<file path="src/verilog/lsq_params.svh">
`ifndef LSQ_PARAMS_SVH
`define LSQ_PARAMS_SVH

// Entries per ring, one always kept free
`define LSQ_DEPTH 8

// Word address width
`define LSQ_ADDR_W 16

// Data word width
`define LSQ_DATA_W 32

`endif
</file>
<file path="src/verilog/lsq_pkg.sv">
`include "lsq_params.svh"

package lsq_pkg;

  typedef logic [$clog2(`LSQ_DEPTH)-1:0] lsq_idx_t;

  typedef logic [`LSQ_ADDR_W-1:0] addr_t;

  typedef logic [`LSQ_DATA_W-1:0] data_t;

  // Operation presented on the dispatch slot
  typedef enum logic [1:0] {
    op_none,
    op_load,
    op_store
  } mem_op_t;

  typedef struct packed {
    logic  addr_valid;
    addr_t addr;
    data_t data;
  } sq_entry_t;

endpackage

</file>
<file path="src/verilog/lsq.sv">
module lsq (
  input  logic              clock,
  input  logic              reset,
  input  lsq_pkg::mem_op_t  dispatch_op,
  output logic              dispatch_ready,
  output lsq_pkg::lsq_idx_t sq_idx,
  output lsq_pkg::lsq_idx_t lq_idx,
  input  logic              store_exec_valid,
  input  lsq_pkg::lsq_idx_t store_exec_idx,
  input  lsq_pkg::addr_t    store_exec_addr,
  input  lsq_pkg::data_t    store_exec_data,
  input  logic              load_exec_valid,
  input  lsq_pkg::lsq_idx_t load_exec_idx,
  input  lsq_pkg::addr_t    load_exec_addr,
  input  logic              retire_store,
  input  logic              retire_load,
  output logic              cache_rd_en,
  output lsq_pkg::addr_t    cache_rd_addr,
  input  logic              cache_rd_valid,
  input  lsq_pkg::data_t    cache_rd_data,
  output logic              cache_wr_en,
  output lsq_pkg::addr_t    cache_wr_addr,
  output lsq_pkg::data_t    cache_wr_data,
  input  logic              cache_wr_done,
  output logic              load_done,
  output lsq_pkg::lsq_idx_t load_done_idx,
  output lsq_pkg::data_t    load_data,
  output logic              load_forwarded
);

  logic              sq_full;
  logic              lq_full;
  logic              sq_alloc;
  logic              lq_alloc;
  lsq_pkg::lsq_idx_t fwd_bound;
  logic              fwd_hit;
  lsq_pkg::data_t    fwd_data;

  always_comb begin
    case (dispatch_op)
      lsq_pkg::op_load:  dispatch_ready = !lq_full;
      lsq_pkg::op_store: dispatch_ready = !sq_full;
      default:           dispatch_ready = 1'b1;
    endcase
  end

  assign sq_alloc = (dispatch_op == lsq_pkg::op_store) && !sq_full;
  assign lq_alloc = (dispatch_op == lsq_pkg::op_load) && !lq_full;

  store_queue store_queue_i (
    .clock         (clock),
    .reset         (reset),
    .alloc         (sq_alloc),
    .full          (sq_full),
    .tail          (sq_idx),
    .exec_valid    (store_exec_valid),
    .exec_idx      (store_exec_idx),
    .exec_addr     (store_exec_addr),
    .exec_data     (store_exec_data),
    .fwd_addr      (load_exec_addr),
    .fwd_bound     (fwd_bound),
    .fwd_hit       (fwd_hit),
    .fwd_data      (fwd_data),
    .retire        (retire_store),
    .cache_wr_en   (cache_wr_en),
    .cache_wr_addr (cache_wr_addr),
    .cache_wr_data (cache_wr_data),
    .cache_wr_done (cache_wr_done)
  );

  // Loads take the store tail as their age bound
  load_queue load_queue_i (
    .clock          (clock),
    .reset          (reset),
    .alloc          (lq_alloc),
    .sq_tail        (sq_idx),
    .full           (lq_full),
    .tail           (lq_idx),
    .exec_valid     (load_exec_valid),
    .exec_idx       (load_exec_idx),
    .exec_addr      (load_exec_addr),
    .fwd_bound      (fwd_bound),
    .fwd_hit        (fwd_hit),
    .fwd_data       (fwd_data),
    .cache_rd_en    (cache_rd_en),
    .cache_rd_addr  (cache_rd_addr),
    .cache_rd_valid (cache_rd_valid),
    .cache_rd_data  (cache_rd_data),
    .retire         (retire_load),
    .load_done      (load_done),
    .load_forwarded (load_forwarded),
    .load_done_idx  (load_done_idx),
    .load_data      (load_data)
  );

endmodule

</file>
<file path="src/verilog/load_queue.sv">
`include "lsq_params.svh"

module load_queue (
  input  logic              clock,
  input  logic              reset,
  input  logic              alloc,
  input  lsq_pkg::lsq_idx_t sq_tail,
  output logic              full,
  output lsq_pkg::lsq_idx_t tail,
  input  logic              exec_valid,
  input  lsq_pkg::lsq_idx_t exec_idx,
  input  lsq_pkg::addr_t    exec_addr,
  output lsq_pkg::lsq_idx_t fwd_bound,
  input  logic              fwd_hit,
  input  lsq_pkg::data_t    fwd_data,
  output logic              cache_rd_en,
  output lsq_pkg::addr_t    cache_rd_addr,
  input  logic              cache_rd_valid,
  input  lsq_pkg::data_t    cache_rd_data,
  input  logic              retire,
  output logic              load_done,
  output logic              load_forwarded,
  output lsq_pkg::lsq_idx_t load_done_idx,
  output lsq_pkg::data_t    load_data
);

  // Store queue tail captured at dispatch of each load
  lsq_pkg::lsq_idx_t bounds [`LSQ_DEPTH];
  logic [`LSQ_DEPTH-1:0] done;
  lsq_pkg::lsq_idx_t head;
  lsq_pkg::lsq_idx_t count;
  lsq_pkg::lsq_idx_t exec_offset;
  logic success;

  assign count = tail - head;
  assign full = (count == lsq_pkg::lsq_idx_t'(`LSQ_DEPTH - 1));
  assign exec_offset = exec_idx - head;

  assign fwd_bound = bounds[exec_idx];

  // Cache is only asked when no older store forwards
  assign cache_rd_en = exec_valid && !fwd_hit;
  assign cache_rd_addr = exec_addr;
  assign success = exec_valid && (fwd_hit || cache_rd_valid);

  always_ff @(posedge clock) begin
    if (reset) begin
      head <= '0;
      tail <= '0;
      done <= '0;
      load_done <= 1'b0;
    end else begin
      if (alloc) begin
        tail <= tail + 1'b1;
        done[tail] <= 1'b0;
      end
      if (success) begin
        done[exec_idx] <= 1'b1;
      end
      if (retire) begin
        head <= head + 1'b1;
      end
      load_done <= success;
    end
  end

  always_ff @(posedge clock) begin
    if (alloc) begin
      bounds[tail] <= sq_tail;
    end
    if (success) begin
      load_done_idx <= exec_idx;
      load_forwarded <= fwd_hit;
      load_data <= fwd_hit ? fwd_data : cache_rd_data;
    end
  end

  a_exec_occupied: assert property (
    @(posedge clock) disable iff (reset)
    exec_valid |-> (exec_offset < count)
  ) else $error("load execute at idx %0h outside head %0h tail %0h", exec_idx, head, tail);

  a_retire_done: assert property (
    @(posedge clock) disable iff (reset)
    retire |-> (count != '0) && done[head]
  ) else $error("load retire at head %0h before completion", head);

endmodule

</file>
<file path="src/verilog/store_queue.sv">
`include "lsq_params.svh"

module store_queue (
  input  logic              clock,
  input  logic              reset,
  input  logic              alloc,
  output logic              full,
  output lsq_pkg::lsq_idx_t tail,
  input  logic              exec_valid,
  input  lsq_pkg::lsq_idx_t exec_idx,
  input  lsq_pkg::addr_t    exec_addr,
  input  lsq_pkg::data_t    exec_data,
  input  lsq_pkg::addr_t    fwd_addr,
  input  lsq_pkg::lsq_idx_t fwd_bound,
  output logic              fwd_hit,
  output lsq_pkg::data_t    fwd_data,
  input  logic              retire,
  output logic              cache_wr_en,
  output lsq_pkg::addr_t    cache_wr_addr,
  output lsq_pkg::data_t    cache_wr_data,
  input  logic              cache_wr_done
);

  lsq_pkg::sq_entry_t entries [`LSQ_DEPTH];
  lsq_pkg::lsq_idx_t  head;
  lsq_pkg::lsq_idx_t  count;
  lsq_pkg::lsq_idx_t  exec_offset;
  lsq_pkg::lsq_idx_t  fwd_idx;

  assign count = tail - head;
  assign full = (count == lsq_pkg::lsq_idx_t'(`LSQ_DEPTH - 1));
  assign exec_offset = exec_idx - head;

  // Head only moves once the cache takes the write
  always_ff @(posedge clock) begin
    if (reset) begin
      head <= '0;
      tail <= '0;
    end else begin
      if (alloc) begin
        tail <= tail + 1'b1;
      end
      if (retire && cache_wr_done) begin
        head <= head + 1'b1;
      end
    end
  end

  always_ff @(posedge clock) begin
    if (alloc) begin
      entries[tail].addr_valid <= 1'b0;
    end
    if (exec_valid) begin
      entries[exec_idx] <= '{addr_valid: 1'b1, addr: exec_addr, data: exec_data};
    end
  end

  // Retire write comes straight from the head entry
  assign cache_wr_en = retire;
  assign cache_wr_addr = entries[head].addr;
  assign cache_wr_data = entries[head].data;

  store_forward store_forward_i (
    .head    (head),
    .bound   (fwd_bound),
    .entries (entries),
    .addr    (fwd_addr),
    .hit     (fwd_hit),
    .hit_idx (fwd_idx)
  );

  assign fwd_data = entries[fwd_idx].data;

  a_exec_occupied: assert property (
    @(posedge clock) disable iff (reset)
    exec_valid |-> (exec_offset < count)
  ) else $error("store execute at idx %0h outside head %0h tail %0h", exec_idx, head, tail);

  a_retire_addr_valid: assert property (
    @(posedge clock) disable iff (reset)
    retire |-> (count != '0) && entries[head].addr_valid
  ) else $error("store retire at head %0h without an address", head);

  // Dispatch readiness is formed at the top level
  a_alloc_not_full: assert property (
    @(posedge clock) disable iff (reset)
    alloc |-> !full
  ) else $error("store alloc while full");

endmodule

</file>
<file path="src/verilog/store_forward.sv">
`include "lsq_params.svh"

module store_forward (
  input  lsq_pkg::lsq_idx_t  head,
  input  lsq_pkg::lsq_idx_t  bound,
  input  lsq_pkg::sq_entry_t entries [`LSQ_DEPTH],
  input  lsq_pkg::addr_t     addr,
  output logic               hit,
  output lsq_pkg::lsq_idx_t  hit_idx
);

  // Stores older than the load, counted from head
  lsq_pkg::lsq_idx_t span;

  // Address match per slot, in slot order
  logic [`LSQ_DEPTH-1:0] match;

  assign span = bound - head;

  always_comb begin
    for (int i = 0; i < `LSQ_DEPTH; i++) begin
      match[i] = entries[i].addr_valid && (entries[i].addr == addr);
    end
  end

  // Walk oldest to youngest so the last match is the youngest one
  always_comb begin
    lsq_pkg::lsq_idx_t offset;
    lsq_pkg::lsq_idx_t idx;
    hit = 1'b0;
    hit_idx = head;
    for (int j = 0; j < `LSQ_DEPTH; j++) begin
      offset = lsq_pkg::lsq_idx_t'(j);
      idx = head + offset;
      if ((offset < span) && match[idx]) begin
        hit = 1'b1;
        hit_idx = idx;
      end
    end
  end

endmodule

</file>
<file path="config.mk">
export PLATFORM = sky130hd
export DESIGN_NAME = lsq
export DESIGN_NICKNAME = d
export VERILOG_FILES = /design/src/verilog/lsq_pkg.sv /design/src/verilog/lsq.sv /design/src/verilog/load_queue.sv /design/src/verilog/store_queue.sv /design/src/verilog/store_forward.sv
export VERILOG_INCLUDE_DIRS = /design/src /design/src/verilog
export SDC_FILE = /design/constraint.sdc
export NUM_CORES = 1
export LEC_CHECK = 0
export ABC_AREA = 0
export BUFFER_PORTS_ARGS = -buffer_cell sky130_fd_sc_hd__buf_4
export CAP_MARGIN = 30
export CORE_MARGIN = 4
export CORE_UTILIZATION = 34
export CTS_CLUSTER_SIZE = 25
export DETAILED_ROUTE_END_ITERATION = 8
export REMOVE_ABC_BUFFERS = 1
export SLEW_MARGIN = 20
export SYNTH_ARGS = -nofsm -noshare
export SYNTH_HDL_FRONTEND = slang
export SYNTH_SLANG_ARGS = --single-unit
</file>
<file path="constraint.sdc">
create_clock -name clock -period 4.9 [get_ports clock]
set_input_delay 0.735 -clock clock [delete_from_list [all_inputs] [get_ports clock]]
set_output_delay 0.735 -clock clock [all_outputs]
set_load 0.02 [all_outputs]
</file>
---- After elaboration in Yosys (flattened, before gate mapping) ----
Memory sizes are Yosys's and may differ from the RTL's.
Index checks and enable logic that the tools add are counted.
storage, ports and cells
  memories kept ........................... 1
  memory bits (writable) .................. 24
  output and inout port bits .............. 110
  flip-flop bits (word level) ............. 441
  input bits .............................. 112
memory list
  memory               depth  width  read ports  clocked after Yosys merged registers in  write ports  line              source
  load_queue_i.bounds  8      3      1           0                                        1            load_queue.sv:28  lsq_pkg::lsq_idx_t bounds [`LSQ_DEPTH];
operators by class
  equal/unequal tests ..................... 12
  muxes and demuxes ....................... 49
  $lt $le $gt $ge ......................... 22
  bitwise gates (word level) .............. 4
  $add $sub $neg .......................... 13
  reduce and logical (&&, ||, !) cells .... 27
operators with widths
  operator               number
  $bwmux W392            2
  $mux W392              2
  $bmux W49 S3           2
  $demux W49 S3          2
  $eq A16 B16 Y1         8
  $mux W49               2
  $mux W32               3
  $mux W48               2
  $lt A3 B4 Y1 const B   8
  $bmux W1 S3            8
  $logic_and A1 B1 Y1    23
  $mux W3                7
  $mux W1                18
  $ge A4 B4 Y1 const B   4
  $not A3 Y4             4
  $add A3 B1 Y3 const B  4
  $add A3 B3 Y3 const B  4
  $lt A3 B3 Y1 const A   4
  $sub A3 B3 Y3          3
  $lt A4 B1 Y1 const B   2
  $add A3 B2 Y3 const B  2
  $eq A3 B3 Y1 const B   2
  $lt A1 B3 Y1 const A   2
  $lt A2 B3 Y1 const A   2
  5 further kinds        7

---- Longest topological paths before layout ----
  depth after elaboration ................. 17
  depth in mapped cells ................... 21
  depth with buffers taken out ............ 17

---- Cells and area by module ----
A second synthesis with hierarchy kept.
second synthesis, totals
  cells, all modules ...................... 1,664
  area, all modules ....................... 25,107.8 um2
modules (own cells, without submodules)
  module         area each (um2)  cells each  sequential area each (um2)  times used
  store_queue    19,666.4         1,169       11,811.3                    1
  load_queue     2,920.3          168         1,941.9                     1
  store_forward  2,469.9          320         0.0                         1
  lsq            51.3             7           0.0                         1

---- Worst setup path before layout ----
No wires, ideal clock.
  kind .................................... input to register
  start ................................... in load_exec_idx[0]
  end ..................................... reg load_queue_i.load_data[30] (data pin)
  stages on the path ...................... 17
  setup slack ............................. -0.084 ns
  arrival ................................. 4.724 ns
  path through ............................ buf_6 -> mux4_2 -> mux2i_1 -> ha_1 -> inv_1 -> fa_1 -> xnor2_1 -> xnor2_1 -> nand2b_1 -> o32a_1 -> nand4_1 -> o221ai_1 -> a211oi_4 -> buf_4 -> mux2_2 -> a211oi_1 -> nor3_1
on the way
  longest elaborated chain between the ends .. 16
  elaborated cells on any way between the ends .. 38
  those cells by class .................... add/sub: 1; order compare: 8; mux: 19; bitwise: 1; reduce/logical: 8; memory: 1
RTL lines
  what                                          line                 source
  from (decl)                                   lsq.sv:13            input lsq_pkg::lsq_idx_t load_exec_idx,
  $mem_v2 Z8 W3 (*)                             --
  $sub A3 B3 Y3 (*)                             store_forward.sv:18  assign span = bound - head;
  $lt A1 B3 Y1                                  store_forward.sv:35  if ((offset < span) && match[idx]) begin
  $logic_and A1 B1 Y1                           store_forward.sv:35
  $mux W3 (7 in series)                         store_forward.sv:35
  $not A3 Y4 (implied by the code)              store_queue.sv:72    assign fwd_data = entries[fwd_idx].data;
  $bmux W49 S3                                  store_queue.sv:72
  $mux W32 (implied by the code) (2 in series)  store_queue.sv:72
  $mux W32 (*)                                  load_queue.sv:74     load_data <= fwd_hit ? fwd_data : cache_rd_data;
  to (signal assigned)                          load_queue.sv:74
  to (decl)                                     load_queue.sv:24     output lsq_pkg::data_t load_data
Every way passes the cells marked *; elsewhere a longest branch is shown, timed or not. The select of a mux whose other input is x is not followed.
A chain may end at the register's enable or synchronous reset.

---- Worst setup path in the final report ----
  start ................................... mem load_queue_i.bounds[3][0] (netlist name)
  end ..................................... out cache_rd_en
on the way
  longest elaborated chain between the ends .. 14
  elaborated cells on any way between the ends .. 28
  those cells by class .................... add/sub: 1; order compare: 8; mux: 8; reduce/logical: 10; memory: 1
RTL lines
  what                     line                 source
  from (decl)              load_queue.sv:28
  $mem_v2 Z8 W3 (*)        --
  $sub A3 B3 Y3 (*)        store_forward.sv:18
  $lt A1 B3 Y1             store_forward.sv:35
  $logic_and A1 B1 Y1      store_forward.sv:35
  $mux W1 (7 in series)    store_forward.sv:35
  $mux W1 (*)              store_forward.sv:35
  $logic_not A1 Y1 (*)     load_queue.sv:42     assign cache_rd_en = exec_valid && !fwd_hit;
  $logic_and A1 B1 Y1 (*)  load_queue.sv:42
  to (decl)                lsq.sv:17            output logic cache_rd_en,
Every way passes the cells marked *; elsewhere a longest branch is shown, timed or not.

==> reports/results.md <==
* 0 — MaxCap Viol Count
* 640 ps — Clock Latency Late Sink
* 2475 — number of nets at the end of the flow
* flop — Startpoint Class
* 37.0% — max-slew headroom at the worst pin
* 5 — worst-path maximum fanout
* 4.80% — Synth Area in XOR/XNOR
* 0 — total of hold buffers inserted after clock tree synthesis
* 7.58 mW — internal power contribution
* edfxtp_1 — predominant post-synthesis flop cell
* 221 — count of input and output buffers
* 13.4% — portion of netlist area occupied by mux cells
* 5 — detailed-routing iteration count for the pre-antenna-repair pass
* simple AND/OR/NAND/NOR gates — largest family of logic cells by synthesized area
* edfxtp_1 — most frequent standard cell in the layout excluding fill and tap cells
* 51.5% — fraction of post-synthesis cell area in the top cell type by area
* -110 ps — setup slack on the worst flop-to-flop path
* 6903 — fill count
* 80.6 mm — Routed Wire Length
* 23.9 µm — DR WL/cell
* 100 — Cell Rows
* -572 ps — pre-CTS worst setup slack
* finished, violations left — outcome
* 465 — number of flip-flops and latches in the synthesized netlist
* 25900 µm² — post-synthesis cell area
* edfxtp_1 (52%), and2_1 (9.4%), mux4_2 (9.2%) — top cells by area in the synthesized netlist
* 18.2% — share of synthesized cell area in and, or, nand and nor gates
* 465 — number of sinks driven by the clock tree
* 17.9k — total number of vias
* 117 mm — global-route wire length before repair
* 42.1 ps — worst clock skew
* 27.5% — fraction of final layout cells with drive strength greater than 1
* 17.9k — via count of the first global-routing pass
* 0 — number of nets with antenna violations after routing
* 3 — Clock Path Buffers
* 0 — Slew Viols, Final
* 110 — largest net degree at the start of global routing
* 6.23% — post-synthesis compound-gate area fraction
* 44.2% — register share of total power
* 0.308 mV — peak supply drop
* 80600 µm² — floorplan die area
* 26.8% — switching share of total power
* 60 ps — clock-pin slew of the registers on the worst-case setup and hold paths
* 1390 — Detailed Route Iter0 Violations
* edfxtp_1 — cell type with the highest aggregate area in the netlist
* 19.0% — Global Route Usage Sum
* 284 µm — Die W
* 17.3% — power share of the combinational group
* 10.4 mW — Final Total Pwr
* yes — RSZ-0062 raised after global routing
* 9 — endpoints failing setup
* 2.78 mW — reported net switching power
* 103% — period utilization
* 0.198 GHz — maximum clock rate
* 284 µm — height of the die
* 12.4 µm² — average cell area after synthesis
* 0.715% — adder and majority cell fraction of the synthesized area
* 38.5% — clock share of power
* 222 — I/O pin count
* 72 — Unique masters post-synth
* 5.32 — detail-routed via count per cell
* -155 ps — setup slack of the critical path after layout
* 5060 ps — min cycle time layout
* 942 ps — actual transition at the worst max-transition pin
* 0% — Synth async-reset ratio
* negative setup slack — failing checks
* flop to output port — worst setup path class
* clkbuf_16 — cell chosen for the clock root
* 6 — number of antenna violations at the first check in global routing
* 52.8 mm — DP HPWL
* 0 — Post-route DRC
* 0 — synthesis warning total
* 2090 — Post-Synthesis Cells
* output port — endpoint kind of the worst setup timing path
* input pin to flop — Hold/Removal Path Class
* 4160 ps — critical path required time
* 344 ps — worst slack on hold paths
* 74900 µm² — Std-Cell Core Area
* 10.7 nW — leakage component of the power
* edfxtp_1 (444), and2_1 (387), buf_4 (305), nand2_1 (205), mux4_2 (106) — commonest non-fill, non-tap cells in the layout
* 4320 ps — arrival time reported for the critical path endpoint
* 0 — overflow left after global routing
* 23.5% — Layout Area Growth over Synthesis
* 324 nW/µm² — Power per Cell Area
* 444 — number of synthesized flops with an enable pin
* yes — CTS tree
* 34.5% — effective utilization at floorplan
* 2 — number of H-tree levels
* 54 — number of buffers inserted during clock tree synthesis
* 0.910 — final weighted congestion of routability-driven global placement
* 0 — Final Hold Fails
* 53.1% — sequential fraction of the synthesis area
-- sequential cells by signal, indices dropped and copies added (netlist names) --
register,flops
load_queue_i.bounds,24
load_queue_i.head,3
load_queue_i.load_data,32
load_queue_i.load_done,1
load_queue_i.load_done_idx,3
load_queue_i.load_forwarded,1
load_queue_i.tail,3
store_queue_i.entries,392
store_queue_i.head,3
store_queue_i.tail,3
-- timing repair --
item	4_1_cts	5_1_grt
setup buffers	8	17
setup endpoints to repair	27	33
hold endpoints to repair	0	0
resized for setup	23	79
gates cloned	0	15
pin swaps	11	26
-- area by class of cell --
type | count | area, µm² | area share, %
Antenna cell | 4 | 10.0 | 0.0313
Clock inverter | 38 | 353 | 1.10
Inverter | 19 | 75.1 | 0.235
Timing Repair Buffer | 360 | 3410 | 10.7
Sequential cell | 465 | 13800 | 43.0
Tap cell | 969 | 1210 | 3.79
Clock buffer | 63 | 1410 | 4.40
Multi-Input combinational cell | 1450 | 11700 | 36.7
-- cells in the mapped netlist (21+ instances only) --
library cell  count
nor2_1           74
and2_1          389
nor3_1           34
a21oi_1          46
nand4_1          38
a211oi_1         33
nand2b_1         21
mux2i_1         101
clkbuf_1         75
buf_4            21
mux4_2          106
a221oi_1         24
edfxtp_1        444
nor2b_1          34
nand2_1         209
xnor2_1         108
o21a_1           30
buf_2            28
dfxtp_1          21
xor2_1           34
nand3_1          25
-- metal layers --
| metal | GRT usage (%) | part of all wire (%) | up-vias |
|---|---|---|---|
| met5 | 0 | 0.031 | - |
| met4 | 4.46 | 2.2 | 4 |
| met3 | 3.49 | 6.6 | 113 |
| met2 | 31.8 | 48 | 577 |
| met1 | 25.8 | 43 | 9017 |
| li1 | - | - | 8196 |
-- kinds of logic after synthesis --
group | after synthesis
DFF | 465
xor gates and xnor gates | 142
AOI/OAI and AO/OA | 212
muxes | 213
adders and majority gates | 13
buffers and inverters | 175
and+or+nand+nor | 870
-- final timing paths --
check,start,endpoint,depth (start not counted)
max,load_queue_i.bounds[3][0],cache_rd_en,15
min reg2reg,load_queue_i.tail[0],load_queue_i.tail[0],2
max reg2reg,load_queue_i.bounds[3][0],load_queue_i.load_data[2],19
min,load_exec_idx[0],load_queue_i.load_done_idx[0],1
-- power by group through the flow --
stage	sequential (mW)	clock [mW]	combinational [mW]
floorplan	4.71	0	0.802
global placement	4.65	0	1.55
detailed placement	4.66	0	1.57
CTS	4.57	4.09	1.59
global route	4.59	4.25	1.91
finish	4.58	3.99	1.79
-- through the flow --
step	area (µm²)	util [%]	cells	setup TNS (ps)
after CTS	31000	41.4	3332	-206
final	32000	42.7	3368	-593
after floorplan	25100	-	1934	-855650
after global routing	32000	42.7	3365	-4900
after detailed placement	29100	38.9	3225	-29160
after global placement	29100	38.9	3224	-26020
-- critical path: stages (launching register included) --
cell and delay (ps):
edfxtp_1 390, mux4_2 500, mux2i_4 180, ha_2 200
inv_2 40, fa_2 450, xnor2_4 260, xnor2_4 140
nand2_2 140, nor3_2 40, a22o_1 290, nand2b_4 160
a2111o_2 500, clkinvlp_4 150, and2_4 150, buf_6 110
Note: power is estimated with default switching activity, not from simulation.
